`config.mk`:
```
export PLATFORM = sky130hd
export DESIGN_NAME = link_tx_mux
export DESIGN_NICKNAME = d
export VERILOG_FILES = /design/src/common/readout_pkg.sv /design/src/link_tx/link_tx_mux.sv
export VERILOG_INCLUDE_DIRS = /design/src /design/src/common
export SDC_FILE = /design/constraint.sdc
export NUM_CORES = 1
export LEC_CHECK = 0
export ABC_AREA = 1
export BUFFER_PORTS_ARGS = -buffer_cell sky130_fd_sc_hd__buf_4
export CORE_MARGIN = 4
export CORE_UTILIZATION = 27
export CTS_CLUSTER_SIZE = 10
export DETAILED_ROUTE_END_ITERATION = 10
export GPL_TIMING_DRIVEN = 0
export MAX_ROUTING_LAYER = met4
export PLACE_DENSITY = 0.81
export REMOVE_ABC_BUFFERS = 1
export SLEW_MARGIN = 15
export SYNTH_ARGS = -nofsm -noshare
export SYNTH_HDL_FRONTEND = slang
export SYNTH_SLANG_ARGS = --single-unit
export TNS_END_PERCENT = 30
```
`constraint.sdc`:
```
create_clock -name clk125 -period 1.1 [get_ports clk125]
set_clock_uncertainty 0.1 [all_clocks]
set_input_delay 0.165 -clock clk125 [delete_from_list [all_inputs] [get_ports clk125]]
set_output_delay 0.165 -clock clk125 [all_outputs]
set_load 0.05 [all_outputs]
```
`src/common/readout_settings.svh`:
```
`ifndef READOUT_SETTINGS_SVH
`define READOUT_SETTINGS_SVH

// data path widths
`define READOUT_BURST_W 128 // one memory burst
`define READOUT_LINK_W 32 // one word on the link

// burst memory addressing
`define READOUT_ADDR_W 8 // 256 bursts in the burst memory
`define READOUT_CNT_W 9 // wide enough to read the whole memory in one go

// burst FIFO sizing
`define READOUT_FIFO_DEPTH 16 // entries, keep it a power of two
// almost-full threshold
// the gap to the depth covers the reads still in flight when the flag rises
`define READOUT_FIFO_AFULL 12

`endif

```
`src/common/readout_pkg.sv`:
```
`include "readout_settings.svh"

package readout_pkg;

	//////////////////////////////////////////////////////////////////////
	// data and address types

	typedef logic [`READOUT_BURST_W-1:0] burst_t; // one 128-bit memory burst
	typedef logic [`READOUT_LINK_W-1:0] link_word_t; // one 32-bit link word
	typedef logic [`READOUT_ADDR_W-1:0] burst_addr_t; // address of a burst in memory
	typedef logic [`READOUT_CNT_W-1:0] burst_cnt_t; // number of bursts in a readout

	//////////////////////////////////////////////////////////////////////
	// state and source encodings

	// readout FSM
	typedef enum logic [1:0] {
		RD_IDLE, // waiting for a start request
		RD_READ, // issuing burst reads
		RD_DRAIN // last read issued, waiting for its FIFO write
	} reader_state_t;

	// which source owns the link
	typedef enum logic {
		SRC_CMD, // command stream, the default
		SRC_MEM // memory readout words
	} tx_src_t;

endpackage

```
`src/link_tx/link_tx_mux.sv`:
```
`timescale 1ns/1ps

// 2:1 stream mux in front of the link
// command stream by default, memory words from readout_begin until the last one leaves
module link_tx_mux (
	input logic clk125,
	input logic rst_n,
	input logic readout_begin, // from the reader, switch to memory
	// memory word stream
	input logic mem_valid,
	input readout_pkg::link_word_t mem_data,
	input logic mem_last,
	output logic mem_ready,
	// command stream
	input readout_pkg::link_word_t cmd_tdata,
	input logic cmd_tvalid,
	input logic cmd_tlast,
	output logic cmd_tready,
	// link
	output readout_pkg::link_word_t tx_tdata,
	output logic tx_tvalid,
	output logic tx_tlast,
	input logic tx_tready,
	input logic readout_pause // asynchronous
);
	import readout_pkg::*;

	tx_src_t src_q; // active source
	logic pause_s1; // synchronizer stages
	logic pause_s2;
	logic link_go; // link can take a word now
	logic mem_xfer;

	//////////////////////////////////////////////////////////////////////
	// pause synchronizer

	always_ff @(posedge clk125) begin
		if (!rst_n) begin
			pause_s1 <= 1'b0;
			pause_s2 <= 1'b0;
		end else begin
			pause_s1 <= readout_pause;
			pause_s2 <= pause_s1;
		end
	end

	//////////////////////////////////////////////////////////////////////
	// data path and ready steering

	assign link_go = tx_tready && !pause_s2;

	assign tx_tdata = (src_q == SRC_MEM) ? mem_data : cmd_tdata;
	assign tx_tlast = (src_q == SRC_MEM) ? mem_last : cmd_tlast;
	assign tx_tvalid = ((src_q == SRC_MEM) ? mem_valid : cmd_tvalid) && !pause_s2;

	// the idle source never sees ready, so its word waits in place
	assign mem_ready = (src_q == SRC_MEM) && link_go;
	assign cmd_tready = (src_q == SRC_CMD) && link_go;
	assign mem_xfer = mem_valid && mem_ready;

	//////////////////////////////////////////////////////////////////////
	// source select

	always_ff @(posedge clk125) begin
		if (!rst_n) begin
			src_q <= SRC_CMD;
		end else if (readout_begin) begin
			src_q <= SRC_MEM; // memory wins for the whole readout
		end else if (mem_xfer && mem_last) begin
			src_q <= SRC_CMD; // readout fully on the link
		end
	end

	// pause held through both sync stages blocks the link
	a_pause_blocks_tx: assert property (@(posedge clk125) disable iff (!rst_n)
		readout_pause [*3] |-> !tx_tvalid)
		else $error("link_tx_mux: tx_tvalid high while paused");

endmodule

```
# --- After elaboration in Yosys (flattened, before gate mapping) ---
# Index checks and enable logic that the tools add are counted.
word_totals:
  romBits: 0
  n_memories: 0
  latchBits: 0
  output_inout_bits: 36
  wordCells: 17
  ramBits: 0
  inputBits: 73
  ff_bits: 3
op_classes:
  div_mod_pow: 0
  bitwise: 1
  n_eq_ne: 0
  magnitude_cmp: 0
  n_mul: 0
  shift: 0
  addsub: 0
  n_mux: 5
  reduce_logical: 8
ops:
  columns: ["cell", "n"]
  rows:
  - ["$mux W32", 1]
  - ["$logic_and A1 B1 Y1", 6]
  - ["$mux W1", 4]
  - ["$reduce_bool A2 Y1", 1]
  - ["$logic_not A1 Y1", 1]
  - ["$not A1 Y1", 1]

# --- Longest topological paths before layout ---
logic_depth:
  ltp_word: 7
  depth_mapped: 5
  mapped_depth_nobuf: 5

# --- Worst setup path after synthesis ---
# No wires, ideal clock.
synth_path:
  path_kind: "reg2out"
  startpoint: "register src_q"
  endpoint: "output port tx_tvalid"
  t_arrival_ps: 1298
  n_path_buf: 1
  path_slack_ps: -463
  path_stages_with_launch: 5
  t_required_ps: 835
  cell_sequence: "dfxtp_1 -> buf_6 -> inv_8 -> nand2_1 -> a21oi_1"
synth_via:
  elab_chain_len: 2
synth_lines:
  columns: ["item", "line_no", "rtl"]
  rows:
  - ["start: declaration", "link_tx_mux.sv:28", "tx_src_t src_q;"]
  - ["start signal: assignment", "link_tx_mux.sv:66", "src_q <= SRC_CMD;"]
  - ["start signal: assignment", "link_tx_mux.sv:68", "src_q <= SRC_MEM;"]
  - ["start signal: assignment", "link_tx_mux.sv:70", "src_q <= SRC_CMD;"]
  - ["$mux W1", "link_tx_mux.sv:54", "assign tx_tvalid = ((src_q == SRC_MEM) ? mem_valid : cmd_tvalid) && !pause_s2;"]
  - ["$logic_and A1 B1 Y1", "link_tx_mux.sv:54", null]
  - ["end: declaration", "link_tx_mux.sv:21", "output logic tx_tvalid,"]
# No other way between the ends.

# --- Worst setup path in the final report ---
layout_path:
  startpoint: "register src_q"
  endpoint: "output port tx_tdata[13]"
layout_via:
  elab_chain_len: 1
layout_lines:
  columns: ["item", "line_no", "rtl"]
  rows:
  - ["$mux W32", "link_tx_mux.sv:52", "assign tx_tdata = (src_q == SRC_MEM) ? mem_data : cmd_tdata;"]
  - ["end: declaration", "link_tx_mux.sv:20", "output readout_pkg::link_word_t tx_tdata,"]
# No other way between the ends.

==> impl_metrics.py <==
metrics = {
    "clock_tree": {
        "clk_path_buf_depth": 2,
        "path_clk_slew_ns": 0.04,
        "cts_tree": "built",
        "clock_sinks": 3,
        "clock_latency_ns": 0.24,
        "numCtsBuffers": 3,
        "root_buffer": "clkbuf_4",
        "htreeDepth": 1,
    },
    "cells_and_area": {
        "nets": 321,
        "diodes": 0,
        "area_delta_synth_final_pct": 201.8,
        "final_cell_mix": "nand2_1, buf_4, buf_6",
        "multiInputGateArea_um2": 528.0,
        "stdcell_count": 275,
        "fillers": 151,
        "register_area_um2": 63.81,
        "final_common_cell": "nand2_1",
        "final_util": 0.8501,
        "drive_gt1_frac": 0.6356,
    },
    "synth": {
        "synth_top_area_cell": "nand2_1",
        "yosysUniqueCellTypes": 11,
        "synth-warning-count": 0,
        "synthTopCellsByArea": "nand2_1, dfxtp_1, nand2_2",
        "synth.avg_cell_area_um2": 4.830,
        "ys_ff_latch": 3,
        "postSynthCellCount": 129,
        "syn-cell-area_um2": 623.1,
        "synth_top_area_frac": 0.5843,
        "yosysSeqAreaShare": 0.09639,
    },
    "global_routing": {
        "grt_max_degree": 18,
        "grtUsageTotal": 0.2252,
        "grt-ovfl-total": 0,
        "antenna_found_initial": 0,
        "grt_pass1_vias": 1197,
        "grt_pass1_wl_um": 5540,
    },
    "floorplanning": {
        "core_um2": 2212,
        "die_area_um2": 3140,
        "start_util": 0.2817,
        "die_h_um": 56.04,
        "rows": 17,
        "die_w_um": 56.04,
        "io_pins": 109,
    },
    "placed_design": {
        "gp_congestion": 0.7135,
        "dp_cells": 258,
        "numPortBuffers": 108,
        "place_ws_ns": -0.5501,
        "dp_hpwl_um": 2167,
    },
    "drt": {
        "wl_per_cell_um": 14.01,
        "vias": 1244,
        "routed_wl_um": 3852,
        "drc_errors": 0,
        "firstDrtPassIters": 4,
        "drtIter0Drc": 68,
        "ant_nets": 0,
        "vias_per_cell": 4.524,
    },
    "status": {
        "run_status": "complete, but fails checks",
        "violations": "setup timing",
    },
    "timing": {
        "finalHoldViolCount": 0,
        "rsz0062_at_grt": "yes",
        "min_period_over_period": 1.331,
        "max_slew_margin": 0.8733,
        "period_needed_ns": 1.464,
        "finalSetupViolations": 36,
        "maxSlewViolCount": 0,
        "worst_pin_slew_ns": 0.1898,
        "fmax_ghz": 0.6831,
        "final.setup.worst_slack_ns": -0.3640,
        "holdWs_ns": 0.03323,
    },
    "setup_path": {
        "path_max_fanout": 17,
        "arrival_ns": 1.20,
        "required_ns": 0.83,
        "end_kind": "primary output",
        "path_class": "flip-flop to primary output",
        "start_kind": "flip-flop",
        "reg2reg_slack_ns": 0.09,
    },
    "pwr": {
        "powerDensity_nw_per_um2": 879.7,
        "ir_drop_v": 0.0007120,
        "power_uw": 1654,
        "p_leak_uw": 0.001106,
    },
    "hold_path": {
        "hold_path.class": "primary input to flip-flop",
    },
    "run": {
        "drv_cap": 0,
    },
}
## synthesized netlist by cell type
cell type  instances
nand2_1           97
nand2_2            9
inv_1              7
buf_4              3
buf_6              3
dfxtp_1            3
a21oi_1            2
nor2_1             2
buf_12             1
inv_8              1
nor2_4             1
## report_power, final
| part | switching, uW | internal [uW] |
|---|---|---|
| clock network | 62.4 | 136 |
| logic | 762 | 569 |
| registers | 9.17 | 115 |
| total | 833 | 821 |
## timing repair
| action | 4_1_cts | 5_1_grt |
|---|---|---|
| buffers inserted | 6 | 1 |
| setup endpoints to repair | 37 | 36 |
| gates resized for setup | 48 | 31 |
| pin swaps | 1 | 12 |
| cloned | 4 | 2 |
| endpoints found under the hold margin | 0 | 0 |
| hold buffers | 0 | 0 |
## through the flow
stage          area, um^2  setup TNS, ns
3_3_place_gp         1393         -37.61
6_report             1881         -11.90
3_5_place_dp         1394         -18.76
2_1_floorplan       546.8         -25.21
5_1_grt              1881         -13.98
4_1_cts              1720         -11.25
## worst max-delay path: stages (launching register included)
cell and delay, ns:
dfxtp_4 0.37, buf_12 0.17, inv_16 0.10, nand2_1 0.08, nand2_2 0.08, buf_6 0.15
## path summary, 6_finish.rpt
| path | from | end | cells past startpoint |
|---|---|---|---|
| max | src_q$_SDFFE_PN0P_ | tx_tdata[13] | 5 |
| min | rst_n | pause_s2$_SDFF_PN0_ | 3 |
| max reg2reg | src_q$_SDFFE_PN0P_ | src_q$_SDFFE_PN0P_ | 4 |
| min reg2reg | pause_s1$_SDFF_PN0_ | pause_s2$_SDFF_PN0_ | 2 |
## final cells by class
| class | instances | area share |
|---|---|---|
| repair buffers | 118 | 0.6081 |
| clock buffers | 4 | 0.01397 |
| multi-input cells | 111 | 0.2808 |
| flip-flops and latches | 3 | 0.03393 |
| well taps | 28 | 0.01863 |
| repair inverters | 3 | 0.01996 |
| inverters | 8 | 0.02462 |
## flip-flops by register name, summed over array words and instances, names as in the netlist
signal and flops:
pause_s1 1, src_q 1, pause_s2 1
## cell families after synthesis
| group | Yosys count | synth area share |
|---|---|---|
| buffers and inverters | 15 | 0.1827 |
| flip-flops | 3 | 0.09639 |
| AND/OR/NAND/NOR | 109 | 0.7048 |
| AO/OA/AOI/OAI | 2 | 0.01606 |
## routing by layer
layer  global-route usage  vias up  wire (um)
met5                    -        -          0
met4              0.03390        0         27
met3              0.06265        4        266
met2               0.4157       60       2231
met1               0.2421      563       1326
li1                     -      617          -
Power figures use the tool's default switching activity.
