File: src/common/readout_settings.svh
`ifndef READOUT_SETTINGS_SVH
`define READOUT_SETTINGS_SVH

// data path widths
`define READOUT_BURST_W 128 // one memory burst
`define READOUT_LINK_W 32 // one word on the link

// burst memory addressing
`define READOUT_ADDR_W 8 // 256 bursts in the burst memory
`define READOUT_CNT_W 9 // wide enough to read the whole memory in one go

// burst FIFO sizing
`define READOUT_FIFO_DEPTH 16 // entries, keep it a power of two
// almost-full threshold
// the gap to the depth covers the reads still in flight when the flag rises
`define READOUT_FIFO_AFULL 12

`endif

File: src/common/readout_pkg.sv
`include "readout_settings.svh"

package readout_pkg;

	//////////////////////////////////////////////////////////////////////
	// data and address types

	typedef logic [`READOUT_BURST_W-1:0] burst_t; // one 128-bit memory burst
	typedef logic [`READOUT_LINK_W-1:0] link_word_t; // one 32-bit link word
	typedef logic [`READOUT_ADDR_W-1:0] burst_addr_t; // address of a burst in memory
	typedef logic [`READOUT_CNT_W-1:0] burst_cnt_t; // number of bursts in a readout

	//////////////////////////////////////////////////////////////////////
	// state and source encodings

	// readout FSM
	typedef enum logic [1:0] {
		RD_IDLE, // waiting for a start request
		RD_READ, // issuing burst reads
		RD_DRAIN // last read issued, waiting for its FIFO write
	} reader_state_t;

	// which source owns the link
	typedef enum logic {
		SRC_CMD, // command stream, the default
		SRC_MEM // memory readout words
	} tx_src_t;

endpackage

File: src/link_tx/width_converter.sv
`timescale 1ns/1ps
`include "readout_settings.svh"

// splits a 128-bit burst into 32-bit link words, most significant first
module width_converter (
	input logic clk125,
	input logic rst_n,
	// burst stream from the FIFO
	input logic s_valid,
	input readout_pkg::burst_t s_data,
	input logic s_last,
	output logic s_ready,
	// word stream to the mux
	output logic m_valid,
	output readout_pkg::link_word_t m_data,
	output logic m_last,
	input logic m_ready
);
	import readout_pkg::*;

	localparam int WORDS = `READOUT_BURST_W / `READOUT_LINK_W; // 4 words per burst
	localparam logic [1:0] IDX_LAST = 2'(WORDS - 1);

	burst_t buf_q; // burst being shifted out
	logic last_q; // that burst ends the readout
	logic [1:0] idx_q; // word index, 0 = top word
	logic m_xfer;
	logic load;

	assign m_xfer = m_valid && m_ready;
	// take a new burst when empty or as the fourth word leaves
	assign s_ready = !m_valid || (m_xfer && (idx_q == IDX_LAST));
	assign load = s_valid && s_ready;

	//////////////////////////////////////////////////////////////////////
	// output word select

	assign m_data = buf_q[(IDX_LAST - idx_q) * `READOUT_LINK_W +: `READOUT_LINK_W];
	assign m_last = last_q && (idx_q == IDX_LAST); // only the fourth word

	//////////////////////////////////////////////////////////////////////
	// control

	always_ff @(posedge clk125) begin
		if (!rst_n) begin
			m_valid <= 1'b0;
			idx_q <= '0;
		end else if (load) begin
			m_valid <= 1'b1;
			idx_q <= '0; // restart at the top word
		end else if (m_xfer) begin
			idx_q <= idx_q + 1'b1;
			if (idx_q == IDX_LAST) m_valid <= 1'b0; // burst used up, nothing waiting
		end
	end

	// payload
	always_ff @(posedge clk125) begin
		if (load) begin
			buf_q <= s_data;
			last_q <= s_last;
		end
	end

endmodule

File: config.mk
export PLATFORM = sky130hd
export DESIGN_NAME = width_converter
export DESIGN_NICKNAME = d
export VERILOG_FILES = /design/src/common/readout_pkg.sv /design/src/link_tx/width_converter.sv
export VERILOG_INCLUDE_DIRS = /design/src /design/src/common
export SDC_FILE = /design/constraint.sdc
export NUM_CORES = 1
export LEC_CHECK = 0
export BUFFER_PORTS_ARGS = -buffer_cell sky130_fd_sc_hd__buf_2
export CAP_MARGIN = 20
export CORE_ASPECT_RATIO = 1.2
export CORE_MARGIN = 4
export CORE_UTILIZATION = 33
export CTS_BUF_LIST = sky130_fd_sc_hd__clkbuf_2 sky130_fd_sc_hd__clkbuf_4 sky130_fd_sc_hd__clkbuf_8
export DETAILED_ROUTE_END_ITERATION = 7
export HOLD_SLACK_MARGIN = 0.12
export SYNTH_ARGS = -nofsm -noshare
export SYNTH_HDL_FRONTEND = slang
export SYNTH_SLANG_ARGS = --single-unit
File: constraint.sdc
create_clock -name clk125 -period 3.7 [get_ports clk125]
set_input_delay 0.37 -clock clk125 [delete_from_list [all_inputs] [get_ports clk125]]
set_output_delay 0.37 -clock clk125 [all_outputs]
set_load 0.02 [all_outputs]
==> run summary, run 1 <==
The flow did not finish. The last stage reached is clock tree synthesis (4_1_cts). The first error in the log reads "[ERROR RSZ-0060] Max buffer count reached". For this design, the CTS-stage hold fixing added about 110 buffers. The area share of the leading cell type in the synthesized netlist is 0.797. The synthesized net count came out at 319.

The number of ports placed on the die boundary came out at 168. The master cell of the clock root buffer is clkbuf_8. The H-tree depth is 4.

In the post-synthesis netlist, the biggest area contributors are edfxtp_1, mux4_2, mux4_1. In this run the deepest clock path goes through 2 buffers. The number of core rows is 48. The number of setup buffers added after CTS came out at 0.

The average cell area after synthesis is 26.3 sq um. Counting distinct cell types in the post-synthesis netlist gives 18. The clock net sink count came out at 132.

The part of the Yosys area used for sequential elements came out at 0.810. The count of port buffers added during placement is 167. The initial utilization of the core area, before any placement, comes to 0.337. The synthesized design spends more area on one cell type than any other, namely edfxtp_1. The total of flip-flops plus latches after synthesis is approximately 130. The routability-driven placement congestion ratio came out at 0.681. The number of cells produced by synthesis came out at 185.

The die is 119 um wide. The chip height came out at 141 um. The Yosys step of the flow raised 0 warnings. The post-cts repair resize count came out at 0. The placed wire-length estimate after detailed placement is just under 7000 um.

The CTS buffer count is 17. The area of the mapped netlist is 0.00486 sq mm.
## stage by stage
step                std cells  cell area, sq um  hold WS, ns  utilization  setup WS, ns
detailed placement        523              5880        0.548        0.408          1.60
global placement          523              5880        0.536        0.408          1.60
floorplan                 185              4860        0.457            -         0.898
## cell usage after synthesis, drive strengths merged
cell type / number
edfxtp: 129
mux4: 32
buf: 7
a21bo: 3
dfxtp: 3
a221oi: 2
and2: 2
inv: 2
a21oi: 1
clkbuf: 1
ha: 1
nand3: 1
nand3b: 1
## kinds of logic after synthesis
group / Yosys count / share of synthesized area
AOI/OAI and AO/OA: 6 / 0.0121
DFF: 132 / 0.810
buffers and inverters: 10 / 0.0191
adders and majority gates: 1 / 0.00257
and+or+nand+nor: 4 / 0.00515
muxes: 32 / 0.151
==> run 2: changes to the inputs <==
CORE_ASPECT_RATIO = default   (was 1.2)
CORE_UTILIZATION = 20   (was 33)
CTS_BUF_LIST = default   (was sky130_fd_sc_hd__clkbuf_2 sky130_fd_sc_hd__clkbuf_4 sky130_fd_sc_hd__clkbuf_8)
HOLD_SLACK_MARGIN = default   (was 0.12)
PLACE_DENSITY_LB_ADDON = 0.15   (was default)
clock period = 4.8 ns   (was 3.7 ns; I/O delays follow)
==> run summary, run 2 <==
The number of core rows is 56. The critical path's largest stage delay is 0.89 ns. Dividing the final minimum period by the clock period gives 0.616.

Summed over all instances, the cell type with the most area after synthesis is edfxtp_1. For this run the aggregate overflow at the end of global routing stands at 0. Of the cells placed in the final design, the portion with a size suffix greater than 1 is 0.625. In the routed design, unresolved DRC markers number 0. The synthesized net count came out at around 320. For this run, the leading register cell type out of synthesis is edfxtp_1. The number of global-route vias before repair is a little under 3000. The routability-driven placement congestion ratio came out at 0.668. The die width came out at 164 um. The type of destination of the critical path is an output pin. The remaining antenna violation count after routing came out at 0. The worst setup path is launched from a register. The gate family responsible for the most delay along the worst path is flip-flops. Counting flops with a built-in enable in the synthesized netlist gives 129. The total number of vias is around 2600. The cell type of the slowest stage on the worst timing path is dfxtp_2. The final number of max-transition violations came to 0. The clock reaches the later pin of the worst-skew pair after 0.41 ns. Setup violations remaining at the end of the flow were counted as 0.

The commonest cells after synthesis are edfxtp_1, mux4_2, mux4_1. The total stage count of the critical path is 3. The min-delay analysis places its worst path in the category input port to register. The H-tree depth came out at 4. The count of port buffers added during placement came out at roughly 170. The clock-pin slew on the worst setup and hold paths is approximately 0.07 ns. Once layout is done, the placed cells without fillers occupy 0.00667 sq mm. The largest voltage drop on the vdd net is 0.188 mV. The total of flip-flops plus latches after synthesis came out at 132. The synthesis-to-layout area growth is 37.3%. The footprint of the multi-input gates came out at roughly 830 sq um. The cts-stage hold buffer count came out at 0. The peak clock frequency supported by timing came out at approximately 340 MHz. The largest net degree at the start of global routing came out at 87. Leaving out fill and tap cells, the most frequent cell in the layout is buf_2. The share of the Yosys chip area taken by registers is 0.810. The fill cell total of the finished layout is 2448. The wire length of the first global-routing pass is 16600 um. The overall routed net length came out at approximately 11000 um. TritonCTS built the clock tree. The data required time at the worst endpoint came out at 4.32 ns. For the pin with the worst max-slew slack, the measured transition is 0.860 ns. The first-pass iteration count of the detailed router is 4. The overall track demand over capacity in global routing came out at 0.0845.

The post-cts repair resize count is 0. The number of buffer and inverter stages on the critical path came out at 2. The cell sitting at the root of the clock tree is a clkbuf_16. In the routed layout, each cell is associated on average with a via count of 3.68. Registers take 0.00394 sq mm.

The number of setup buffers added after CTS came out at 0. The number of cells produced by synthesis came out at 185. The total area inside the core boundary comes to 0.0237 sq mm. After the last flow step, the layout net total stands at 500. Traced cell by cell, the critical path runs through buf_4 > mux4_2 > buf_2. The final period demand of the worst path came out at 2.96 ns. The number of ports placed on the die boundary is 168.

The cell area power density is 435 mW/mm^2. The path depth of the worst reg2reg path came out at 4. The full die area is ~0.027 sq mm.

The total negative setup slack came out at 0 ns. For this configuration, the core starts out at a cell density of 0.205. Clock tree synthesis found a total of approximately 130 sinks. The reported max-cap violation count is 0. The CTS buffer count came out at 17. The reported leakage power came out at 2.45 nW. On the final layout, the worst clock skew is 0.00536 ns. For flop-to-flop paths, the worst setup slack is 1.92 ns. Summing every instance area after synthesis gives 0.00486 sq mm. The buffer depth of the longest clock path came out at 2. The first routing iteration left 127 violations. The instance count along the most critical hold path came out at 1. The chip height came out at 164 um. The data arrival at the endpoint of the critical path came out at 2.48 ns. The worst slew slack as a fraction of its limit came out at 0.427. The distinct cell type count of the synthesized netlist is 18. The post-detailed-route wirelength per cell came out at about 16 um. Setup repair after global routing left no endpoint under its margin. By area the synthesized netlist is led by edfxtp_1, mux4_2, mux4_1. The number of antenna violations at the first check in global routing came out at 3. The cell area reported after detailed placement is 0.00605 sq mm.

The most frequent cell after synthesis is edfxtp_1. The number of flip-flops under the largest register name is ~130. The share of synthesized registers carrying an async set or reset is 0.

The highest net fanout along the worst path is 24. The register name with the most flops is buf_q. After layout, the design draws a total of between 0.002 and 0.003 W. The count of synthesis-stage warnings from yosys is 0.

The share of synthesized area in the top cell type comes to 0.797. The average cell area after synthesis came out at 26.3 sq um. In the layout the commonest cells are buf_2, edfxtp_1, mux4_2. The count of final hold-check violations came out at 0. The flow ran to the end, and the final reports show no timing, DRC or antenna violations.

The largest registers in the layout are buf_q (128), idx_q (2). The worst setup path category is register to output pin.
[run 2: worst paths after layout]
check / startpoint / end
worst min-delay path: s_data[78] / buf_q[78]
worst min register to register: m_valid / idx_q[1]
worst max register to register: idx_q[0] / buf_q[48]
worst max-delay path: idx_q[0] / m_data[19]
[run 2: layout make-up]
| cell class | count | share of cell area |
|---|---|---|
| Sequential cell | 132 | 0.590 |
| Timing Repair Buffer | 170 | 0.131 |
| Multi-Input combinational cell | 43 | 0.125 |
| Clock buffer | 17 | 0.0638 |
| Tap cell | 319 | 0.0598 |
| Clock inverter | 15 | 0.0293 |
| Inverter | 2 | 0.00113 |
| Antenna cell | 1 | 0.000375 |
[run 2: metrics by stage]
stage	hold WS (ns)	cells	setup WS, ns	utilization
floorplan	0.567	185	0.560	-
global placement	0.543	666	1.90	0.255
detailed placement	0.553	666	1.82	0.255
CTS	0.203	698	1.69	0.282
global route	0.208	698	1.61	0.282
finish	0.237	699	1.84	0.282
[run 2: logic make-up after synthesis]
family | count (synthesis) | share of synthesized area
buffers and inverters | 10 | 0.0191
and+or+nand+nor | 4 | 0.00515
DFF | 132 | 0.810
AOI/OAI and AO/OA | 6 | 0.0121
muxes | 32 | 0.151
adders and majority gates | 1 | 0.00257
[run 2: per-layer routing]
metal  wire (um)  GRT usage  vias to the layer above
li1            -          -                     1168
met1        4820      0.105                     1264
met2        5110      0.128                      117
met3         941     0.0396                       16
met4         168     0.0332                        6
met5          54          0                        -
[run 2: power breakdown]
| group | internal (W) | total [W] | switching [W] | leakage, nW |
|---|---|---|---|---|
| clock network | 0.000833 | 0.00136 | 0.000523 | 0.298 |
| logic | 0.0000871 | 0.000183 | 0.0000958 | 0.901 |
| registers | 0.00134 | 0.00136 | 0.0000186 | 1.25 |
[run 2: worst register-to-register path: stages (launching register included)]
cell     delay, ns
dfxtp_2       0.89
ha_1          0.30
a21bo_2       0.19
and2_4        0.54
buf_12        0.45
No activity file was read; power rests on OpenSTA's default activity.
==> run 3: changes to the inputs <==
clock period = 2.9 ns   (was 4.8 ns; I/O delays follow)
==> run summary, run 3 (same netlist as run 2, synthesis figures left out) <==
The critical path runs through a total of 3 cells. The global route total overflow is 0. STA puts the critical path data required time at 2.61 ns.

The detailed-routed wire length on met3 came out at 1070 um. The number of flip-flops under the largest register name came out at about 130. After legalization and detailed placement, the total HPWL measured around 8000 um. Routability-driven placement finished with a final weighted congestion of 0.688.

The worst setup path is captured at an output pin. The count of port buffers added during placement came out at 167. The final worst clock skew is 0.00897 ns. The leading cell type in the layout, fill and taps excluded is buf_2. The number of antenna violations at the first check in global routing is 1. The instance count along the most critical hold path came out at 1.

The post-detailed-route wirelength per cell is 16.0 um. The routed layout has about 2600 vias. The clock passes through at most 2 buffers. The first-pass iteration count of the detailed router came out at 4. The synthesis-to-layout area growth is 39.0%. The worst setup path category is register to output pin. The chip height is 164 um.

During I/O placement, the number of pins put on the boundary was approximately 170. The footprint of the multi-input gates came out at 835 sq um. In this run the worst path has a maximum fanout of 19. The final cell count without fillers came out at 704. The tool flagged a number of max-cap violations equal to 0. The detailed router's first-iteration violation count came out at 62. The cell count after placement came out at slightly below 700. The finished cells cover 0.00675 sq mm. The worst hold path belongs to the class input port to register. The post-route fraction of the period consumed by the critical path came out at 0.761.

Clock latency on the worst-skew pair, taken at its later pin, is around 0.41 ns. The clock-pin slew on the worst setup and hold paths came out at approximately 0.06 ns. The core region is 0.0237 sq mm. Of the cells placed in the final design, the portion with a size suffix greater than 1 is 0.631. The data arrival at the endpoint of the critical path came out at ~1.9 ns. The gate family responsible for the most delay along the worst path is multiplexers. The run finished with clean final reports. The number of global-route vias before repair came out at 2934. The final period demand of the worst path is roughly 2.2 ns. Entering global routing, the biggest net connects 37 pins.

The overall routed net length is 11300 um. Leaving out fill and tap cells, the most frequent cells in the layout are buf_2, edfxtp_1, mux4_2. The worst slew slack as a fraction of its limit is 0.622. The CTS tree is yes. The die covers 0.0269 sq mm. The wire length of the first global-routing pass is 16800 um. The count of final hold-check violations came out at 0. The number of endpoints failing setup at the final stage is 0.

The number of clock buffers added by TritonCTS is 17. The antenna diode count is 0. For this block, wires on met1 add up to 4470 um. Summing all flip-flop and latch instances after layout gives 0.00394 sq mm. In this run the post-CTS setup repair buffer count came out at 0. On the critical path, the stage with the largest delay is an instance of mux4_1. Wire segments on met2 add up to between 5000 and 6000 um in the final route.

The fill cell total of the finished layout is 2424. In this run the horizontal extent of the chip is 164 um. Walking the worst path, the cells encountered are buf_4 > mux4_1 > buf_2. The post-route worst hold slack is 0.0502 ns. The design draws 0.00485 W. In the final layout, the registers with the most flip-flops are buf_q (128), idx_q (2). The post-cts repair resize count came out at 0. The net count reported at finish came out at 507. The per-cell via count in the routed design came out at around 3.6. The path depth of the worst reg2reg path came out at 4. The number of DRC violations after detailed routing came out at 0. The peak clock frequency supported by timing came out at 453 MHz. The initialized floorplan defines 56 standard-cell rows. Dividing total power by cell area gives a power density of 719 mW/mm^2.

Setup repair after global routing left no endpoint under its margin. The overall track demand over capacity in global routing came out at 0.0865. The reported leakage power came out at around 2.5 nW. Summing all placed instances gives a cell area of slightly above 0.006 sq mm. The remaining antenna violation count after routing is 0. For this design, the sink count on the clock tree is 132. The register name with the most flops is buf_q. The slew at the pin closest to its max-slew limit came out at 0.567 ns. The largest voltage drop on the vdd net is 0.275 mV. The initial core utilization came out at 0.205. The highest routed metal layer is met5.

The master cell of the clock root buffer is clkbuf_16. The final number of max-transition violations is 0. The critical path's largest stage delay came out at between 0.6 and 0.7 ns. Counting both buffers and inverters, the worst setup path holds a total of 2. The cts-stage hold buffer count is 0. STA classifies the critical path startpoint as a register. The H-tree depth is 4. In the final timing run, aggregate negative setup slack is 0 ns.
==> run 3: path summary, 6_finish.rpt <==
check                   start    endpoint  slack [ns]
hold / removal    s_data[125]  buf_q[125]        0.05
hold reg to reg       m_valid    idx_q[1]        0.57
setup / recovery     idx_q[0]   m_data[7]        0.69
setup reg to reg     idx_q[0]  buf_q[110]        1.08
==> run 3: worst reg2reg max path, stage by stage, from the launching register on <==
cell and delay [ns]:
dfxtp_2 0.34, ha_1 0.16, a21bo_2 0.18, and2_4 0.52, buf_4 0.33
==> run 3: metal layers <==
| metal | global-route usage | up-vias |
|---|---|---|
| met4 | 0.0358 | 2 |
| met5 | 0 | - |
| li1 | - | 1177 |
| met2 | 0.141 | 106 |
| met1 | 0.0944 | 1272 |
| met3 | 0.0462 | 11 |
==> run 3: per-stage QoR <==
step | setup WS, ns | utilization
2_1_floorplan | 0.0976 | -
3_3_place_gp | 1.06 | 0.259
3_5_place_dp | 1.03 | 0.259
4_1_cts | 0.619 | 0.285
5_1_grt | 0.564 | 0.285
6_report | 0.694 | 0.285
==> run 3: cell type report <==
class | count | area share
tap | 319 | 0.0591
clock inverter | 14 | 0.0300
timing repair buffer | 177 | 0.140
inverter | 2 | 0.00111
clock buffer | 17 | 0.0630
multi-input combinational | 43 | 0.124
sequential | 132 | 0.583
==> run 3: power breakdown <==
part,switching (W),leakage (nW),internal [W],total (W)
Sequential,0.0000236,1.25,0.00222,0.00224
Combinational,0.000168,0.945,0.000156,0.000324
Clock,0.000841,0.293,0.00145,0.00229
==> run 4: changes to the inputs <==
clock period = 2 ns   (was 2.9 ns; I/O delays follow)
==> run summary, run 4 (same netlist as run 2, synthesis figures left out) <==
STA classifies the critical path startpoint as a register. The peak clock frequency supported by timing came out at 509 MHz. The library cell used most frequently in the layout, excluding fill and tap cells, is buf_2.

The first-pass iteration count of the detailed router came out at 4. The final worst clock skew is around 0.010 ns. The wire length of the first global-routing pass came out at between 15000 and 20000 um. The cell area power density came out at 848 mW/mm^2. The register name with the most flops is buf_q.

The highest net fanout along the worst path is 9. The total number of vias came out at slightly above 3000. The largest net degree at the start of global routing is 69. Hold is met by between 0.06 and 0.07 ns. The chip height is 164 um. The CTS buffer count is 17. The routability-driven placement congestion ratio is 0.666. The synthesis-to-layout area growth is 68.0%. The per-cell via count in the routed design came out at 3.69. After layout, the minimum clock period comes to between 1.5 and 2 ns. The setup path with the least slack is of type register to output pin. The slew at the pin closest to its max-slew limit is roughly 0.40 ns. The H-tree depth came out at 4. The largest voltage drop on the vdd net is 0.343 mV.

The count of port buffers added during placement is between 150 and 200. The fill cell total of the finished layout came out at ~2300. The number of DRC violations after detailed routing came out at 0. The fraction of final layout cells with drive strength greater than 1 is 0.484. The clock insertion delay at the later pin of the skew report is 0.41 ns. Counting along the longest clock path gives a buffer depth of 2. The flow ran to the end, and the final reports show no timing, DRC or antenna violations. The full die area came out at around 0.027 sq mm.

The master cell of the clock root buffer is clkbuf_16. The total negative setup slack came out at 0 ns. TritonCTS built the clock tree. The detailed router's first-iteration violation count is 156.

The number of antenna violations at the first check in global routing is 0. The post-route fraction of the period consumed by the critical path came out at 0.983. The final cell count without fillers is 836. The net count reported at finish came out at 638. The placed wire-length estimate after detailed placement is 8130 um. The number of ports placed on the die boundary is 168. The number of flip-flops under the largest register name is 128.

Setup repair after global routing could not meet its margin everywhere. In the layout the commonest cells are buf_2, dlygate4sd3_1, edfxtp_1. The initial core utilization is 0.205. The slack of the critical path came out at about 0.034 ns. The die width is 164 um.

The overall track demand over capacity in global routing came out at 0.0947. The detail route stage leaves a number of antenna-violating nets equal to 0. Counting tap cells, the placed design contains a total of 669 instances. The data arrival at the endpoint of the critical path is 1.77 ns. The reported leakage power came out at 3.06 nW. The type of destination of the critical path is an output pin. The clock net sink count is approximately 130.

The reported max-cap violation count is 0. The number of endpoints failing setup at the final stage is 0. 0 antenna diodes ended up in the layout. The post-place setup slack is around 0.29 ns. The global route total overflow is 0. The post-detailed-route wirelength per cell is around 15 um.

Wires add up to 12800 um. The final number of max-transition violations is 0. Summing internal, switching and leakage power gives 0.00692 W. The number of core rows is 56. The data required time at the worst endpoint came out at ~1.8 ns. The core box area came out at 0.0237 sq mm.

The worst slew slack as a fraction of its limit came out at 0.732. The largest registers in the layout are buf_q (128), idx_q (2). The kind of path behind the tightest hold check is input port to register. The number of global-route vias before repair is roughly 3500. The clock-pin slew on the worst setup and hold paths is about 0.060 ns. The count of final hold-check violations came to 0.
[run 4: area by class of cell]
class	count	area [sq um]	area share
Clock buffer	17	425	0.0521
Clock inverter	15	130	0.0159
Timing Repair Buffer	308	2420	0.297
Tap cell	319	399	0.0489
Multi-Input combinational cell	43	838	0.103
Inverter	2	7.51	0.000920
Sequential cell	132	3940	0.483
[run 4: critical path, cell delays in order, from the launching register on]
cell	delay, ns
dfxtp_4	0.36
buf_12	0.13
buf_12	0.15
mux4_2	0.52
buf_2	0.18
[run 4: through the flow]
stage	cell area, sq um	utilization
detailed placement	6130	0.259
global placement	6130	0.259
CTS	8030	0.339
finish	8160	0.345
floorplan	4880	-
global route	8160	0.345
[run 4: what timing repair did]
action                                  in CTS  in global routing
gates resized for setup                      7                 30
hold endpoints to repair                   130                  0
setup buffers                                1                  2
hold buffers                               130                  0
endpoints found under the setup margin      30                 22
cloned                                       1                  1
[run 4: worst paths after layout]
path                 start   endpoint  slack, ns  cells past startpoint
hold reg to reg    m_valid   idx_q[1]       0.55                      2
setup reg to reg  idx_q[0]   buf_q[5]       0.23                      6
hold / removal       rst_n   idx_q[0]       0.07                      3
setup / recovery  idx_q[0]  m_data[6]       0.03                      4
[run 4: per-layer routing]
layer,share of wire,vias to the layer above,routed length [um],global-route usage
met5,0,-,0,0
met4,0.012,0,158,0.0297
met3,0.074,11,952,0.0361
met2,0.51,122,6470,0.160
met1,0.41,1514,5220,0.112
li1,-,1440,-,-
[run 4: report_power, final]
part	switching (W)	internal [W]	total, W
Combinational	0.000293	0.000431	0.000723
Sequential	0.0000384	0.00322	0.00326
Clock	0.00122	0.00172	0.00294
