[config.mk]
export PLATFORM = sky130hd
export DESIGN_NAME = burst_reader
export DESIGN_NICKNAME = d
export VERILOG_FILES = /design/src/common/readout_pkg.sv /design/src/burst_read/burst_reader.sv
export VERILOG_INCLUDE_DIRS = /design/src /design/src/common
export SDC_FILE = /design/constraint.sdc
export NUM_CORES = 1
export LEC_CHECK = 0
export CAP_MARGIN = 0
export CELL_PAD_IN_SITES_DETAIL_PLACEMENT = 1
export CELL_PAD_IN_SITES_GLOBAL_PLACEMENT = 2
export CORE_AREA = 2 2 111 113
export DETAILED_ROUTE_END_ITERATION = 10
export DIE_AREA = 0 0 113 115
export DONT_BUFFER_PORTS = 1
export PLACE_DENSITY = 0.63
export SLEW_MARGIN = 30
export SYNTH_ARGS = -nofsm -noshare
export SYNTH_HDL_FRONTEND = slang
export SYNTH_SLANG_ARGS = --single-unit
[constraint.sdc]
create_clock -name clk125 -period 2.25 [get_ports clk125]
set_input_delay 0.1125 -clock clk125 [delete_from_list [all_inputs] [get_ports clk125]]
set_output_delay 0.1125 -clock clk125 [all_outputs]
set_load 0.05 [all_outputs]
[src/common/readout_settings.svh]
`ifndef READOUT_SETTINGS_SVH
`define READOUT_SETTINGS_SVH

// data path widths
`define READOUT_BURST_W 128 // one memory burst
`define READOUT_LINK_W 32 // one word on the link

// burst memory addressing
`define READOUT_ADDR_W 8 // 256 bursts in the burst memory
`define READOUT_CNT_W 9 // wide enough to read the whole memory in one go

// burst FIFO sizing
`define READOUT_FIFO_DEPTH 16 // entries, keep it a power of two
// almost-full threshold
// the gap to the depth covers the reads still in flight when the flag rises
`define READOUT_FIFO_AFULL 12

`endif

[src/common/readout_pkg.sv]
`include "readout_settings.svh"

package readout_pkg;

	//////////////////////////////////////////////////////////////////////
	// data and address types

	typedef logic [`READOUT_BURST_W-1:0] burst_t; // one 128-bit memory burst
	typedef logic [`READOUT_LINK_W-1:0] link_word_t; // one 32-bit link word
	typedef logic [`READOUT_ADDR_W-1:0] burst_addr_t; // address of a burst in memory
	typedef logic [`READOUT_CNT_W-1:0] burst_cnt_t; // number of bursts in a readout

	//////////////////////////////////////////////////////////////////////
	// state and source encodings

	// readout FSM
	typedef enum logic [1:0] {
		RD_IDLE, // waiting for a start request
		RD_READ, // issuing burst reads
		RD_DRAIN // last read issued, waiting for its FIFO write
	} reader_state_t;

	// which source owns the link
	typedef enum logic {
		SRC_CMD, // command stream, the default
		SRC_MEM // memory readout words
	} tx_src_t;

endpackage

[src/burst_read/burst_reader.sv]
`timescale 1ns/1ps

module burst_reader (
	input logic clk125,
	input logic rst_n,
	// start request
	input logic rd_start, // one-cycle pulse
	input readout_pkg::burst_addr_t rd_start_addr,
	input readout_pkg::burst_cnt_t rd_burst_cnt,
	// burst memory
	output logic ram_rd_en,
	output readout_pkg::burst_addr_t ram_rd_addr,
	input readout_pkg::burst_t ram_rd_data,
	// burst FIFO
	output logic fifo_wr_en,
	output readout_pkg::burst_t fifo_wr_data,
	output logic fifo_wr_last,
	input logic fifo_afull,
	// status
	output logic rd_done, // with the last FIFO write
	output logic readout_begin // to the mux, same cycle as the accepted start
);
	import readout_pkg::*;

	reader_state_t state_q;
	burst_addr_t addr_q; // next burst to read
	burst_cnt_t remain_q; // bursts still to be read
	logic afull_q; // registered almost-full
	logic rd_pend_q; // a read was issued last cycle
	logic last_pend_q; // ... and it was the final burst

	// start only from idle and only with something to read
	assign readout_begin = (state_q == RD_IDLE) && rd_start && (rd_burst_cnt != '0);

	// one read per cycle while the FIFO has room
	assign ram_rd_en = (state_q == RD_READ) && !afull_q;
	assign ram_rd_addr = addr_q;

	// memory data lands in the FIFO the cycle after the read
	assign fifo_wr_en = rd_pend_q;
	assign fifo_wr_data = ram_rd_data;
	assign fifo_wr_last = last_pend_q;
	assign rd_done = rd_pend_q && last_pend_q;

	//////////////////////////////////////////////////////////////////////
	// readout FSM

	always_ff @(posedge clk125) begin
		if (!rst_n) begin
			state_q <= RD_IDLE;
			addr_q <= '0;
			remain_q <= '0;
			afull_q <= 1'b0;
			rd_pend_q <= 1'b0;
			last_pend_q <= 1'b0;
		end else begin
			afull_q <= fifo_afull;
			rd_pend_q <= ram_rd_en;
			last_pend_q <= ram_rd_en && (remain_q == burst_cnt_t'(1));
			case (state_q)
				RD_IDLE: begin
					if (readout_begin) begin
						addr_q <= rd_start_addr; // wraps at the top of memory
						remain_q <= rd_burst_cnt;
						state_q <= RD_READ;
					end
				end
				RD_READ: begin
					if (ram_rd_en) begin
						addr_q <= addr_q + 1'b1;
						remain_q <= remain_q - 1'b1;
						if (remain_q == burst_cnt_t'(1)) state_q <= RD_DRAIN; // final read out
					end
				end
				RD_DRAIN: state_q <= RD_IDLE; // final burst is written this cycle
				default: state_q <= RD_IDLE;
			endcase
		end
	end

	//////////////////////////////////////////////////////////////////////
	// checks

	// afull is registered here before it gates a read, so a write trails it by two
	a_no_write_after_afull: assert property (@(posedge clk125) disable iff (!rst_n)
		fifo_wr_en |-> !$past(fifo_afull, 2))
		else $error("burst_reader: FIFO write two cycles after almost-full");

	a_read_in_read_state: assert property (@(posedge clk125) disable iff (!rst_n)
		ram_rd_en |-> (state_q == RD_READ) && (remain_q != '0))
		else $error("burst_reader: read outside the read state");

endmodule

Word level (Yosys, flattened, before mapping)
Cells that the tools add are included.
- bits in registers: 22
- output and inout port bits: 141
- $add $sub $neg: 2
- eq/ne operators: 5
- multiplexer cells: 10
- reductions and logical operators: 11
- operators with widths (operator ; count):
    9-bit 2-to-1 mux ; 2
    9-bit one-hot mux with 2 select lines ; 1
    8-bit 2-to-1 mux ; 2
    8-bit one-hot mux with 2 select lines ; 1
    9-bit by 1-bit equality test with 1-bit output (second input constant) ; 1
    9-bit nonzero test ; 1
    9-bit by 1-bit subtractor with 9-bit output (second input constant) ; 1
    8-bit by 1-bit adder with 8-bit output (second input constant) ; 1
    2-bit 2-to-1 mux ; 3
    3-bit AND reduction ; 2
    1-bit logical AND ; 5
    2-bit != test (second input constant) ; 2
    2-bit one-hot mux with 2 select lines ; 1
    2-bit by 1-bit equality test with 1-bit output (second input constant) ; 1
    2-bit logical NOT ; 1
    2-bit by 1-bit != test with 1-bit output (second input constant) ; 1
    2-bit nonzero test ; 1
    1-bit logical NOT ; 1

Logic depth before layout (Yosys ltp)
Gate-level depths: netlist (run 1).
- depth after elaboration: 5
- gate-level depth with buffers: 6
- mapped depth without buffers: 6

Worst setup path before layout (run 1)
OpenSTA, ideal clock, no wires.
- kind: register to register
- start: register state_q[0]
- end: register state_q[0]
- setup time: 60 ps
- data arrival time: 1654 ps
- required time: 2190 ps
- setup slack: 536 ps
- stages on the path, launching flop included: 5
- cell sequence: dfxtp_1 nand2b_1 a31o_2 nor2_1 o21a_1
- word-level cells in the longest chain between the ends: 5
- ends and longest elaborated chain (item ; line ; RTL):
    from (decl) ; burst_reader.sv:25 ; reader_state_t state_q;
    from (signal assigned) ; burst_reader.sv:50 ; state_q <= RD_IDLE;
    from (signal assigned) ; burst_reader.sv:65 ; state_q <= RD_READ;
    from (signal assigned) ; burst_reader.sv:72 ; if (remain_q == burst_cnt_t'(1)) state_q <= RD_DRAIN;
    2-bit logical NOT ; burst_reader.sv:33 ; assign readout_begin = (state_q == RD_IDLE) && rd_start && (rd_burst_cnt != '0);
    1-bit logical AND (2 in a row) ; burst_reader.sv:33 ;
    net readout_begin ; burst_reader.sv:21 ; output logic readout_begin
    2-bit != test (no line) ; -- ;
    3-bit AND reduction (no line) ; -- ;
The timed path passes the listed nets, and every way through them passes these cells.
A chain may end at the register's enable or synchronous reset.

Worst setup path in the final report (run 1)
- start: register state_q[0]
- end: register remain_q[1]
- word-level cells in the longest chain between the ends: 5
- ends and longest elaborated chain (item ; line ; RTL):
    2-bit logical NOT ; burst_reader.sv:33, burst_reader.sv:60 ;
    1-bit logical AND (2 in a row) ; burst_reader.sv:33 ;
    2-bit != test (no line) ; -- ;
    3-bit AND reduction (no line) ; -- ;
    to (signal assigned) ; burst_reader.sv:64 ; remain_q <= rd_burst_cnt;
    to (signal assigned) ; burst_reader.sv:71 ; remain_q <= remain_q - 1'b1;
    to (decl) ; burst_reader.sv:27 ; burst_cnt_t remain_q;
Several ways; a longest one is shown, not always the timed one.

==> results.py, run 1 <==
metrics = {
    "cells_and_area": {
        "final_cells": 323,
        "n_antenna_cell": 0,
        "design_area_mm2": 0.00172,
        "drive_gt1_frac": 0.153,
        "layout_common_cells": "dfxtp_1, nand2_1, buf_4",
        "final_nets": 330,
        "area_growth_pct": -27.5,
        "mostFrequentLayoutCell": "dfxtp_1",
    },
    "global_routing": {
        "grt_usage": 0.0883,
        "met1_usage": 0.105,
        "antenna_found_initial": 0,
        "grt_pass1_vias": 1570,
        "grt_max_degree": 19,
        "grtUsageMet2": 0.134,
        "grt_pass1_wl_um": 9050,
        "gr-total-overflow": 0,
        "grt_use_met3": 0.0438,
        "busiest_layer": "met2",
    },
    "placed_design": {
        "hpwl_um": 4420,
        "postPlaceCellArea_mm2": 0.00162,
        "gp_congestion": 0.724,
        "placedCellCount": 318,
        "io_buffers": 0,
    },
    "drt": {
        "wirelength_um": 5940,
        "num_vias": 1463,
        "ant_nets": 0,
        "viasPerCell": 4.53,
        "drtIter0Drc": 76,
        "dr.pass1.iters": 9,
        "drc": 18,
        "wire_per_inst_um": 18.4,
    },
    "floorplan": {
        "io_pins": 290,
        "die_w_um": 113,
        "coreArea_mm2": 0.0118,
        "initial_core_util": 0.201,
        "fp.dieH_um": 115,
        "fp-row-count": 40,
        "dieArea_mm2": 0.0130,
    },
    "critical_path": {
        "end_kind": "flip-flop",
        "critPathTopFamily": "simple AND/OR/NAND/NOR gates",
        "crit_type": "flip-flop to flip-flop",
        "crit_chain": "nor2b_1 > nor2_1 > a2111oi_2 > o21a_1",
        "critPathSlowestCell": "nor2b_1",
        "cp.arrival_ps": 2040,
        "worstPathRequired_ps": 2450,
        "cp_slowest_stage_delay_ps": 590,
        "crit_fanout": 9,
        "critPathLaunchType": "flip-flop",
        "path_buf_inv": 0,
    },
    "sta": {
        "setup_violations": 0,
        "slew_headroom": 0.569,
        "hold_violations": 0,
        "finalCritPeriodShare": 0.817,
        "clock.fmax_mhz": 544,
        "tightest_slew_ps": 645,
        "fin_worst_skew_ps": 2.42,
        "fin_crit_ps": 1840,
        "slew_violations": 0,
        "fin_setup_tns_ps": 0,
        "rsz0062_at_grt": "false",
    },
    "clock_network": {
        "cts_sinks": 22,
        "postCtsSetupRepairBufs": 0,
        "cts-htree-levels": 1,
        "clk_latency_ps": 260,
        "clock_path_buffers": 2,
        "cts_tree": "built",
        "cts-root-buf": "clkbuf_16",
        "cts_made_buffers": 3,
        "clk_pin_slew_ps": 60,
    },
    "run_status": {
        "violations": "design-rule violations",
        "status": "finished, violations left",
    },
    "logic_synthesis": {
        "ys_ff_latch": 22,
        "yosysUniqueCellTypes": 50,
        "synth_top_cell_area_share": 0.415,
        "synth_edf_count": 0,
        "synth_area_leaders": "buf_4, dfxtp_1, nand2_1",
        "synth_nets": 449,
        "synth_area_leader_cell": "buf_4",
        "post_synth_inst_count": 297,
        "ys_async_sr_fraction": 0,
        "synth_sequential_area_ratio": 0.186,
        "avgSynthCellArea_um2": 7.98,
        "synthFlopType": "dfxtp_1",
        "synth_area_mm2": 0.00237,
        "yosys_warnings": 0,
    },
    "power_and_ir_drop": {
        "clkPwrFrac": 0.315,
        "leakagePower_nw": 0.637,
        "ir_drop_v": 0.000220,
        "seq_power_share": 0.390,
        "netSwitchingPower_w": 0.000433,
        "power_frac_comb": 0.295,
        "p_per_area_mw_per_mm2": 716,
        "swShare": 0.352,
        "internal-power_w": 0.000797,
        "finalPower_w": 0.00123,
    },
    "flow_run": {
        "maxCapViolations": 0,
    },
    "worst_hold_path": {
        "hold_class": "input pin to flip-flop",
    },
}
==> path summary, 6_finish.rpt <==
| check | startpoint | to | slack, ps | cells after the start |
|---|---|---|---|---|
| worst max register to register | state_q[0] | remain_q[1] | 410 | 4 |
| worst min-delay path | rst_n | remain_q[2] | 10 | 1 |
| worst max-delay path | state_q[0] | remain_q[1] | 410 | 4 |
| worst min register to register | remain_q[8] | remain_q[8] | 500 | 2 |
==> per-layer routing <==
metal / share of wire / vias to the layer above
li1: - / 663
met1: 0.43 / 703
met2: 0.44 / 73
met3: 0.12 / 24
met4: 0.016 / 0
met5: 0 / -
==> area by class of cell <==
cell class / instances / area [µm²]
flip-flops and latches: 22 / 440
well taps: 147 / 184
multi-input cells: 130 / 875
clock buffers: 3 / 75.1
fillers: 1430 / 10100
repair buffers: 16 / 125
inverters: 5 / 18.8
==> cell families after synthesis <==
| kind of cell | count (synthesis) | share of synthesized area |
|---|---|---|
| AOI/OAI and AO/OA | 58 | 0.181 |
| adders and majority gates | 3 | 0.0158 |
| buffers and inverters | 145 | 0.445 |
| DFF | 22 | 0.186 |
| muxes | 1 | 0.00422 |
| and+or+nand+nor | 68 | 0.168 |
==> repair_timing <==
item | in CTS | in global routing
resized for setup | 0 | 0
hold endpoints to repair | 5 | 0
hold buffers | 2 | 0
==> through the flow <==
step | utilization | hold slack [ps] | worst slack, ps
2_1_floorplan | - | 240 | 536
3_3_place_gp | 0.137 | 225 | 473
3_5_place_dp | 0.137 | 225 | 416
4_1_cts | 0.145 | 5.32 | 405
5_1_grt | 0.145 | 5.86 | 316
6_report | 0.145 | 14.5 | 411
==> cells in the mapped netlist, drive strengths merged, types with 5 or more instances <==
cell type  count
a21oi         11
and3           5
buf          137
dfxtp         22
inv            5
nand2         17
nand2b         5
nor2          13
nor4           7
o21ai          6
o311ai         5
o31ai          9
==> flip-flops by register name, summed over array words and instances, names as in the netlist <==
signal and flops:
ram_rd_addr 8, remain_q 9, fifo_wr_en 1, afull_q 1
state_q 2, fifo_wr_last 1
==> power by group through the flow <==
stage	registers [W]	logic (W)	clock network, W
2_1_floorplan	0.000527	0.000843	0
3_3_place_gp	0.000488	0.000357	0
3_5_place_dp	0.000488	0.000359	0
4_1_cts	0.000480	0.000366	0.000402
5_1_grt	0.000487	0.000395	0.000414
6_report	0.000479	0.000363	0.000387
No activity file was read; power rests on OpenSTA's default activity.
==> run 2: changes to the inputs <==
--- a/config.mk
+++ b/config.mk
@@ -6,6 +6,7 @@
 export SDC_FILE = /design/constraint.sdc
 export NUM_CORES = 1
 export LEC_CHECK = 0
+export ABC_AREA = 1
 export CAP_MARGIN = 0
 export CELL_PAD_IN_SITES_DETAIL_PLACEMENT = 1
 export CELL_PAD_IN_SITES_GLOBAL_PLACEMENT = 2
@@ -13,7 +14,7 @@
 export DETAILED_ROUTE_END_ITERATION = 10
 export DIE_AREA = 0 0 113 115
 export DONT_BUFFER_PORTS = 1
-export PLACE_DENSITY = 0.63
+export PLACE_DENSITY = 0.65
 export SLEW_MARGIN = 30
 export SYNTH_ARGS = -nofsm -noshare
 export SYNTH_HDL_FRONTEND = slang
==> constraint.sdc (replaced) <==
create_clock -name clk125 -period 1.9 [get_ports clk125]
set_input_delay 0.095 -clock clk125 [delete_from_list [all_inputs] [get_ports clk125]]
set_output_delay 0.095 -clock clk125 [all_outputs]
set_load 0.05 [all_outputs]
==> results.py, run 2 <==
metrics = {
    "run_status": {
        "status": "finished, violations left",
        "violations": "design-rule violations",
    },
    "logic_synthesis": {
        "yosys_warnings": 0,
        "synthFlopType": "dfxtp_1",
        "synth_sequential_area_ratio": 0.189,
        "ys_ff_latch": 22,
        "yosysUniqueCellTypes": 23,
        "synth_top_cell_area_share": 0.413,
        "synth_area_mm2": 0.00233,
        "synth_edf_count": 0,
        "post_synth_inst_count": 354,
        "avgSynthCellArea_um2": 6.57,
        "ys_async_sr_fraction": 0,
        "synth.top_cells.by_count": "buf_4, nand2_1, nor2_1",
        "synth_area_leader_cell": "buf_4",
        "synth_nets": 506,
        "synth_area_leaders": "buf_4, dfxtp_1, nand2_1",
        "synth_most_common_cell": "buf_4",
    },
    "cells_and_area": {
        "final_nets": 391,
        "largest_register_ffs": 9,
        "mostFrequentLayoutCell": "nand2_1",
        "layout_common_cells": "nand2_1, nor2_1, inv_1",
        "area_growth_pct": -26.9,
        "drive_gt1_frac": 0.0886,
        "n_antenna_cell": 0,
        "top_register": "remain_q",
    },
    "power_and_ir_drop": {
        "ir_drop_v": 0.000265,
        "leakagePower_nw": 0.764,
        "p_per_area_mw_per_mm2": 853,
    },
    "clock_network": {
        "clk_pin_slew_ps": 60,
        "cts_tree": "built",
        "clk_latency_ps": 250,
        "clock_path_buffers": 2,
        "cts-htree-levels": 1,
        "cts_made_buffers": 3,
        "cts-root-buf": "clkbuf_16",
        "postCtsSetupRepairBufs": 0,
        "cts_sinks": 22,
    },
    "drt": {
        "viasPerCell": 4.05,
        "wirelength_um": 5930,
        "ant_nets": 0,
        "drc": 19,
        "dr.pass1.iters": 9,
        "wire_per_inst_um": 15.4,
        "drtIter0Drc": 61,
        "num_vias": 1557,
    },
    "floorplan": {
        "io_pins": 290,
        "coreArea_mm2": 0.0118,
        "die_w_um": 113,
        "fp.dieH_um": 115,
        "dieArea_mm2": 0.0130,
        "fp-row-count": 40,
        "initial_core_util": 0.197,
    },
    "sta": {
        "fin_hold_ws_ps": 78.5,
        "finalCritPeriodShare": 0.854,
        "setup_violations": 0,
        "hold_violations": 0,
        "slew_headroom": 0.668,
        "clock.fmax_mhz": 616,
        "fin_crit_ps": 1620,
        "slew_violations": 0,
        "fin_worst_skew_ps": 2.04,
        "rsz0062_at_grt": "false",
        "tightest_slew_ps": 496,
        "fin_setup_tns_ps": 0,
    },
    "global_routing": {
        "grt_max_degree": 22,
        "antenna_found_initial": 0,
        "grt_pass1_vias": 1629,
        "gr-total-overflow": 0,
        "grt_usage": 0.0902,
        "grt_pass1_wl_um": 9200,
    },
    "critical_path": {
        "critPathLaunchType": "flip-flop",
        "cp.arrival_ps": 1530,
        "worstPathRequired_ps": 1800,
        "crit_fanout": 5,
        "crit_type": "flip-flop to output port",
        "end_kind": "output port",
    },
    "worst_hold_path": {
        "hold_class": "input pin to flip-flop",
    },
    "placed_design": {
        "io_buffers": 0,
        "gp_congestion": 0.742,
        "hpwl_um": 4730,
    },
    "flow_run": {
        "maxCapViolations": 0,
    },
}
==> run 2: per-stage QoR <==
stage | instances | total power [W] | worst slack [ps] | instance area (µm²) | utilization
after global placement | 379 | 0.00102 | 397 | 1610 | 0.136
final | 384 | 0.00145 | 277 | 1700 | 0.144
after floorplan | 354 | 0.00163 | 436 | 2330 | -
after global routing | 384 | 0.00156 | 181 | 1700 | 0.144
after detailed placement | 379 | 0.00102 | 331 | 1610 | 0.136
after CTS | 384 | 0.00147 | 244 | 1700 | 0.144
==> run 2: what timing repair did <==
| item | CTS | global route |
|---|---|---|
| hold buffers | 2 | 0 |
| gates resized for setup | 0 | 0 |
| endpoints found under the hold margin | 15 | 0 |
==> run 2: kinds of logic (layout without fill, tap and decap cells) <==
kind of cell / Yosys count / in the layout / share of synthesized area
buffers and inverters: 161 / 44 / 0.480
and+or+nand+nor: 140 / 140 / 0.252
AOI/OAI and AO/OA: 28 / 28 / 0.0629
DFF: 22 / 22 / 0.189
adders and majority gates: 3 / 3 / 0.0161
==> run 2: cell type report <==
| type | instances | area [µm²] |
|---|---|---|
| repair buffers | 16 | 138 |
| clock buffers | 3 | 75.1 |
| well taps | 147 | 184 |
| multi-input cells | 171 | 771 |
| fillers | 1466 | 10100 |
| flip-flops and latches | 22 | 440 |
| inverters | 25 | 93.8 |
==> run 2: worst paths after layout <==
path / from / endpoint / slack, ps / cells after the start
max reg2reg: state_q[0] / remain_q[1] / 340 / 8
min: rst_n / fifo_wr_en / 80 / 2
min reg2reg: remain_q[6] / remain_q[6] / 530 / 2
max: state_q[1] / readout_begin / 280 / 5
==> run 2: power by group <==
part / leakage [nW] / switching (W) / total (W) / internal (W)
Clock: 0.0370 / 0.000157 / 0.000434 / 0.000278
Sequential: 0.182 / 0.0000535 / 0.000563 / 0.000509
Combinational: 0.545 / 0.000312 / 0.000455 / 0.000143
Total: 0.764 / 0.000522 / 0.00145 / 0.000930
==> run 2: routing by layer <==
layer,track usage,up-vias,routed length [µm]
met5,0,-,0
met2,0.155,90,2900
met4,0.0447,0,170
li1,-,740,-
met1,0.0920,705,2180
met3,0.0438,22,679
==> run 2: critical path: stages, from the launching register on <==
cell and delay (ps):
dfxtp_1 330, nor2_1 130, nand2_1 70, o21bai_1 230, buf_4 200, inv_1 320
==> run 3: changes to the inputs <==
--- a/config.mk
+++ b/config.mk
@@ -15,7 +15,8 @@
 export DIE_AREA = 0 0 113 115
 export DONT_BUFFER_PORTS = 1
 export PLACE_DENSITY = 0.65
-export SLEW_MARGIN = 30
+export RECOVER_POWER = 100
+export SLEW_MARGIN = 40
 export SYNTH_ARGS = -nofsm -noshare
 export SYNTH_HDL_FRONTEND = slang
 export SYNTH_SLANG_ARGS = --single-unit
==> results.py, run 3 (synthesis results as in run 2) <==
metrics = {
    "run_status": {
        "status": "finished, violations left",
        "violations": "design-rule violations",
    },
    "worst_hold_path": {
        "hold_class": "input pin to flip-flop",
    },
    "cells_and_area": {
        "largest_register_ffs": 9,
        "final_nets": 391,
        "mostFrequentLayoutCell": "nand2_1",
        "layout_common_cells": "nand2_1, nor2_1, inv_1",
        "nFillCells": 1477,
        "final_cells": 384,
        "drive_gt1_frac": 0.0380,
        "top_register": "remain_q",
        "area_growth_pct": -29.6,
        "n_antenna_cell": 0,
    },
    "global_routing": {
        "antenna_found_initial": 0,
        "grt_usage": 0.0902,
        "grt_pass1_vias": 1629,
        "grt_max_degree": 22,
        "gr-total-overflow": 0,
        "grt_pass1_wl_um": 9200,
    },
    "floorplan": {
        "coreArea_mm2": 0.0118,
        "io_pins": 290,
        "dieArea_mm2": 0.0130,
        "fp.dieH_um": 115,
        "initial_core_util": 0.197,
        "fp-row-count": 40,
        "die_w_um": 113,
    },
    "power_and_ir_drop": {
        "leakagePower_nw": 0.714,
        "p_per_area_mw_per_mm2": 870,
        "internal-power_w": 0.000905,
        "seq_power_share": 0.394,
        "ir_drop_v": 0.000264,
        "netSwitchingPower_w": 0.000521,
        "swShare": 0.365,
        "power_frac_comb": 0.300,
        "clkPwrFrac": 0.306,
    },
    "sta": {
        "rsz0062_at_grt": "false",
        "fin_crit_ps": 1660,
        "hold_violations": 0,
        "finalCritPeriodShare": 0.873,
        "clock.fmax_mhz": 603,
        "fin_setup_tns_ps": 0,
        "tightest_slew_ps": 737,
        "slew_violations": 0,
        "slew_headroom": 0.509,
        "setup_violations": 0,
        "fin_worst_skew_ps": 2.79,
    },
    "critical_path": {
        "crit_type": "flip-flop to output port",
        "crit_start": "fifo_wr_en",
        "reg2reg_depth": 8,
        "timing.rr.start": "state_q[0]",
        "worstPathRequired_ps": 1800,
        "cp.arrival_ps": 1560,
        "end_kind": "output port",
        "critPathLaunchType": "flip-flop",
        "endpoint": "rd_done",
        "r2r_end": "remain_q[1]",
        "rrSetupSlack_ps": 290,
        "crit_fanout": 2,
    },
    "clock_network": {
        "cts-root-buf": "clkbuf_16",
        "clk_latency_ps": 250,
        "cts_sinks": 22,
        "clk_pin_slew_ps": 60,
        "cts_made_buffers": 3,
        "cts_tree": "built",
        "ctsResizeCount": 0,
        "clock_path_buffers": 2,
        "cts-htree-levels": 1,
    },
    "drt": {
        "drtIter0Drc": 74,
        "wirelength_um": 5940,
        "drc": 19,
        "wire_per_inst_um": 15.5,
        "dr.pass1.iters": 9,
        "viasPerCell": 4.06,
        "num_vias": 1560,
        "ant_nets": 0,
    },
    "flow_run": {
        "maxCapViolations": 0,
    },
    "placed_design": {
        "placedCellCount": 379,
        "gp_congestion": 0.742,
        "io_buffers": 0,
        "hpwl_um": 4730,
    },
}
-- run 3: area by class of cell --
class                      count  area [µm²]  share of cell area
tap                          147         184               0.112
inverter                      25        93.8              0.0573
multi-input combinational    171         763               0.466
sequential                    22         440               0.269
clock buffer                   3        75.1              0.0458
timing repair buffer          16        81.3              0.0497
-- run 3: critical path, stage by stage, from the launching register on --
cell	delay [ps]
dfxtp_1	300
clkbuf_1	510
nand2_1	140
inv_1	360
-- run 3: power by group through the flow --
stage	sequential [W]	combinational [W]	clock (W)
after detailed placement	0.000572	0.000453	0
after CTS	0.000562	0.000462	0.000447
after floorplan	0.000629	0.00101	0
after global routing	0.000572	0.000494	0.000471
after global placement	0.000572	0.000446	0
final	0.000561	0.000428	0.000436
-- run 3: worst min path at each step --
stage | start | to | depth (start not counted)
after global routing | rst_n | fifo_wr_en | 2
after floorplan | fifo_afull | afull_q | 2
after CTS | rst_n | fifo_wr_en | 2
after detailed placement | ram_rd_data[105] | fifo_wr_data[105] | 0
after global placement | ram_rd_data[105] | fifo_wr_data[105] | 0
final | rst_n | fifo_wr_en | 2
-- run 3: stage by stage --
stage           util  power [W]  hold slack [ps]  worst slack (ps)  cell area, µm²
2_1_floorplan      -    0.00163              193               436            2330
3_5_place_dp   0.136    0.00102              190               331            1610
3_3_place_gp   0.136    0.00102              190               397            1610
6_report       0.139    0.00143             77.1               241            1640
4_1_cts        0.144    0.00147             80.7               244            1700
5_1_grt        0.139    0.00154             92.4               131            1640
-- run 3: layer usage --
layer	up-vias	wire length, µm	GRT usage
met5	-	0	0
met1	712	2190	0.0920
met3	22	677	0.0438
li1	740	-	-
met4	0	170	0.0447
met2	86	2910	0.155
-- run 3: what timing repair did --
| item | 4_1_cts | 5_1_grt |
|---|---|---|
| endpoints found under the hold margin | 15 | 0 |
| setup endpoints to repair | 0 | 0 |
| hold buffers | 2 | 0 |
| buffers inserted | 0 | 0 |
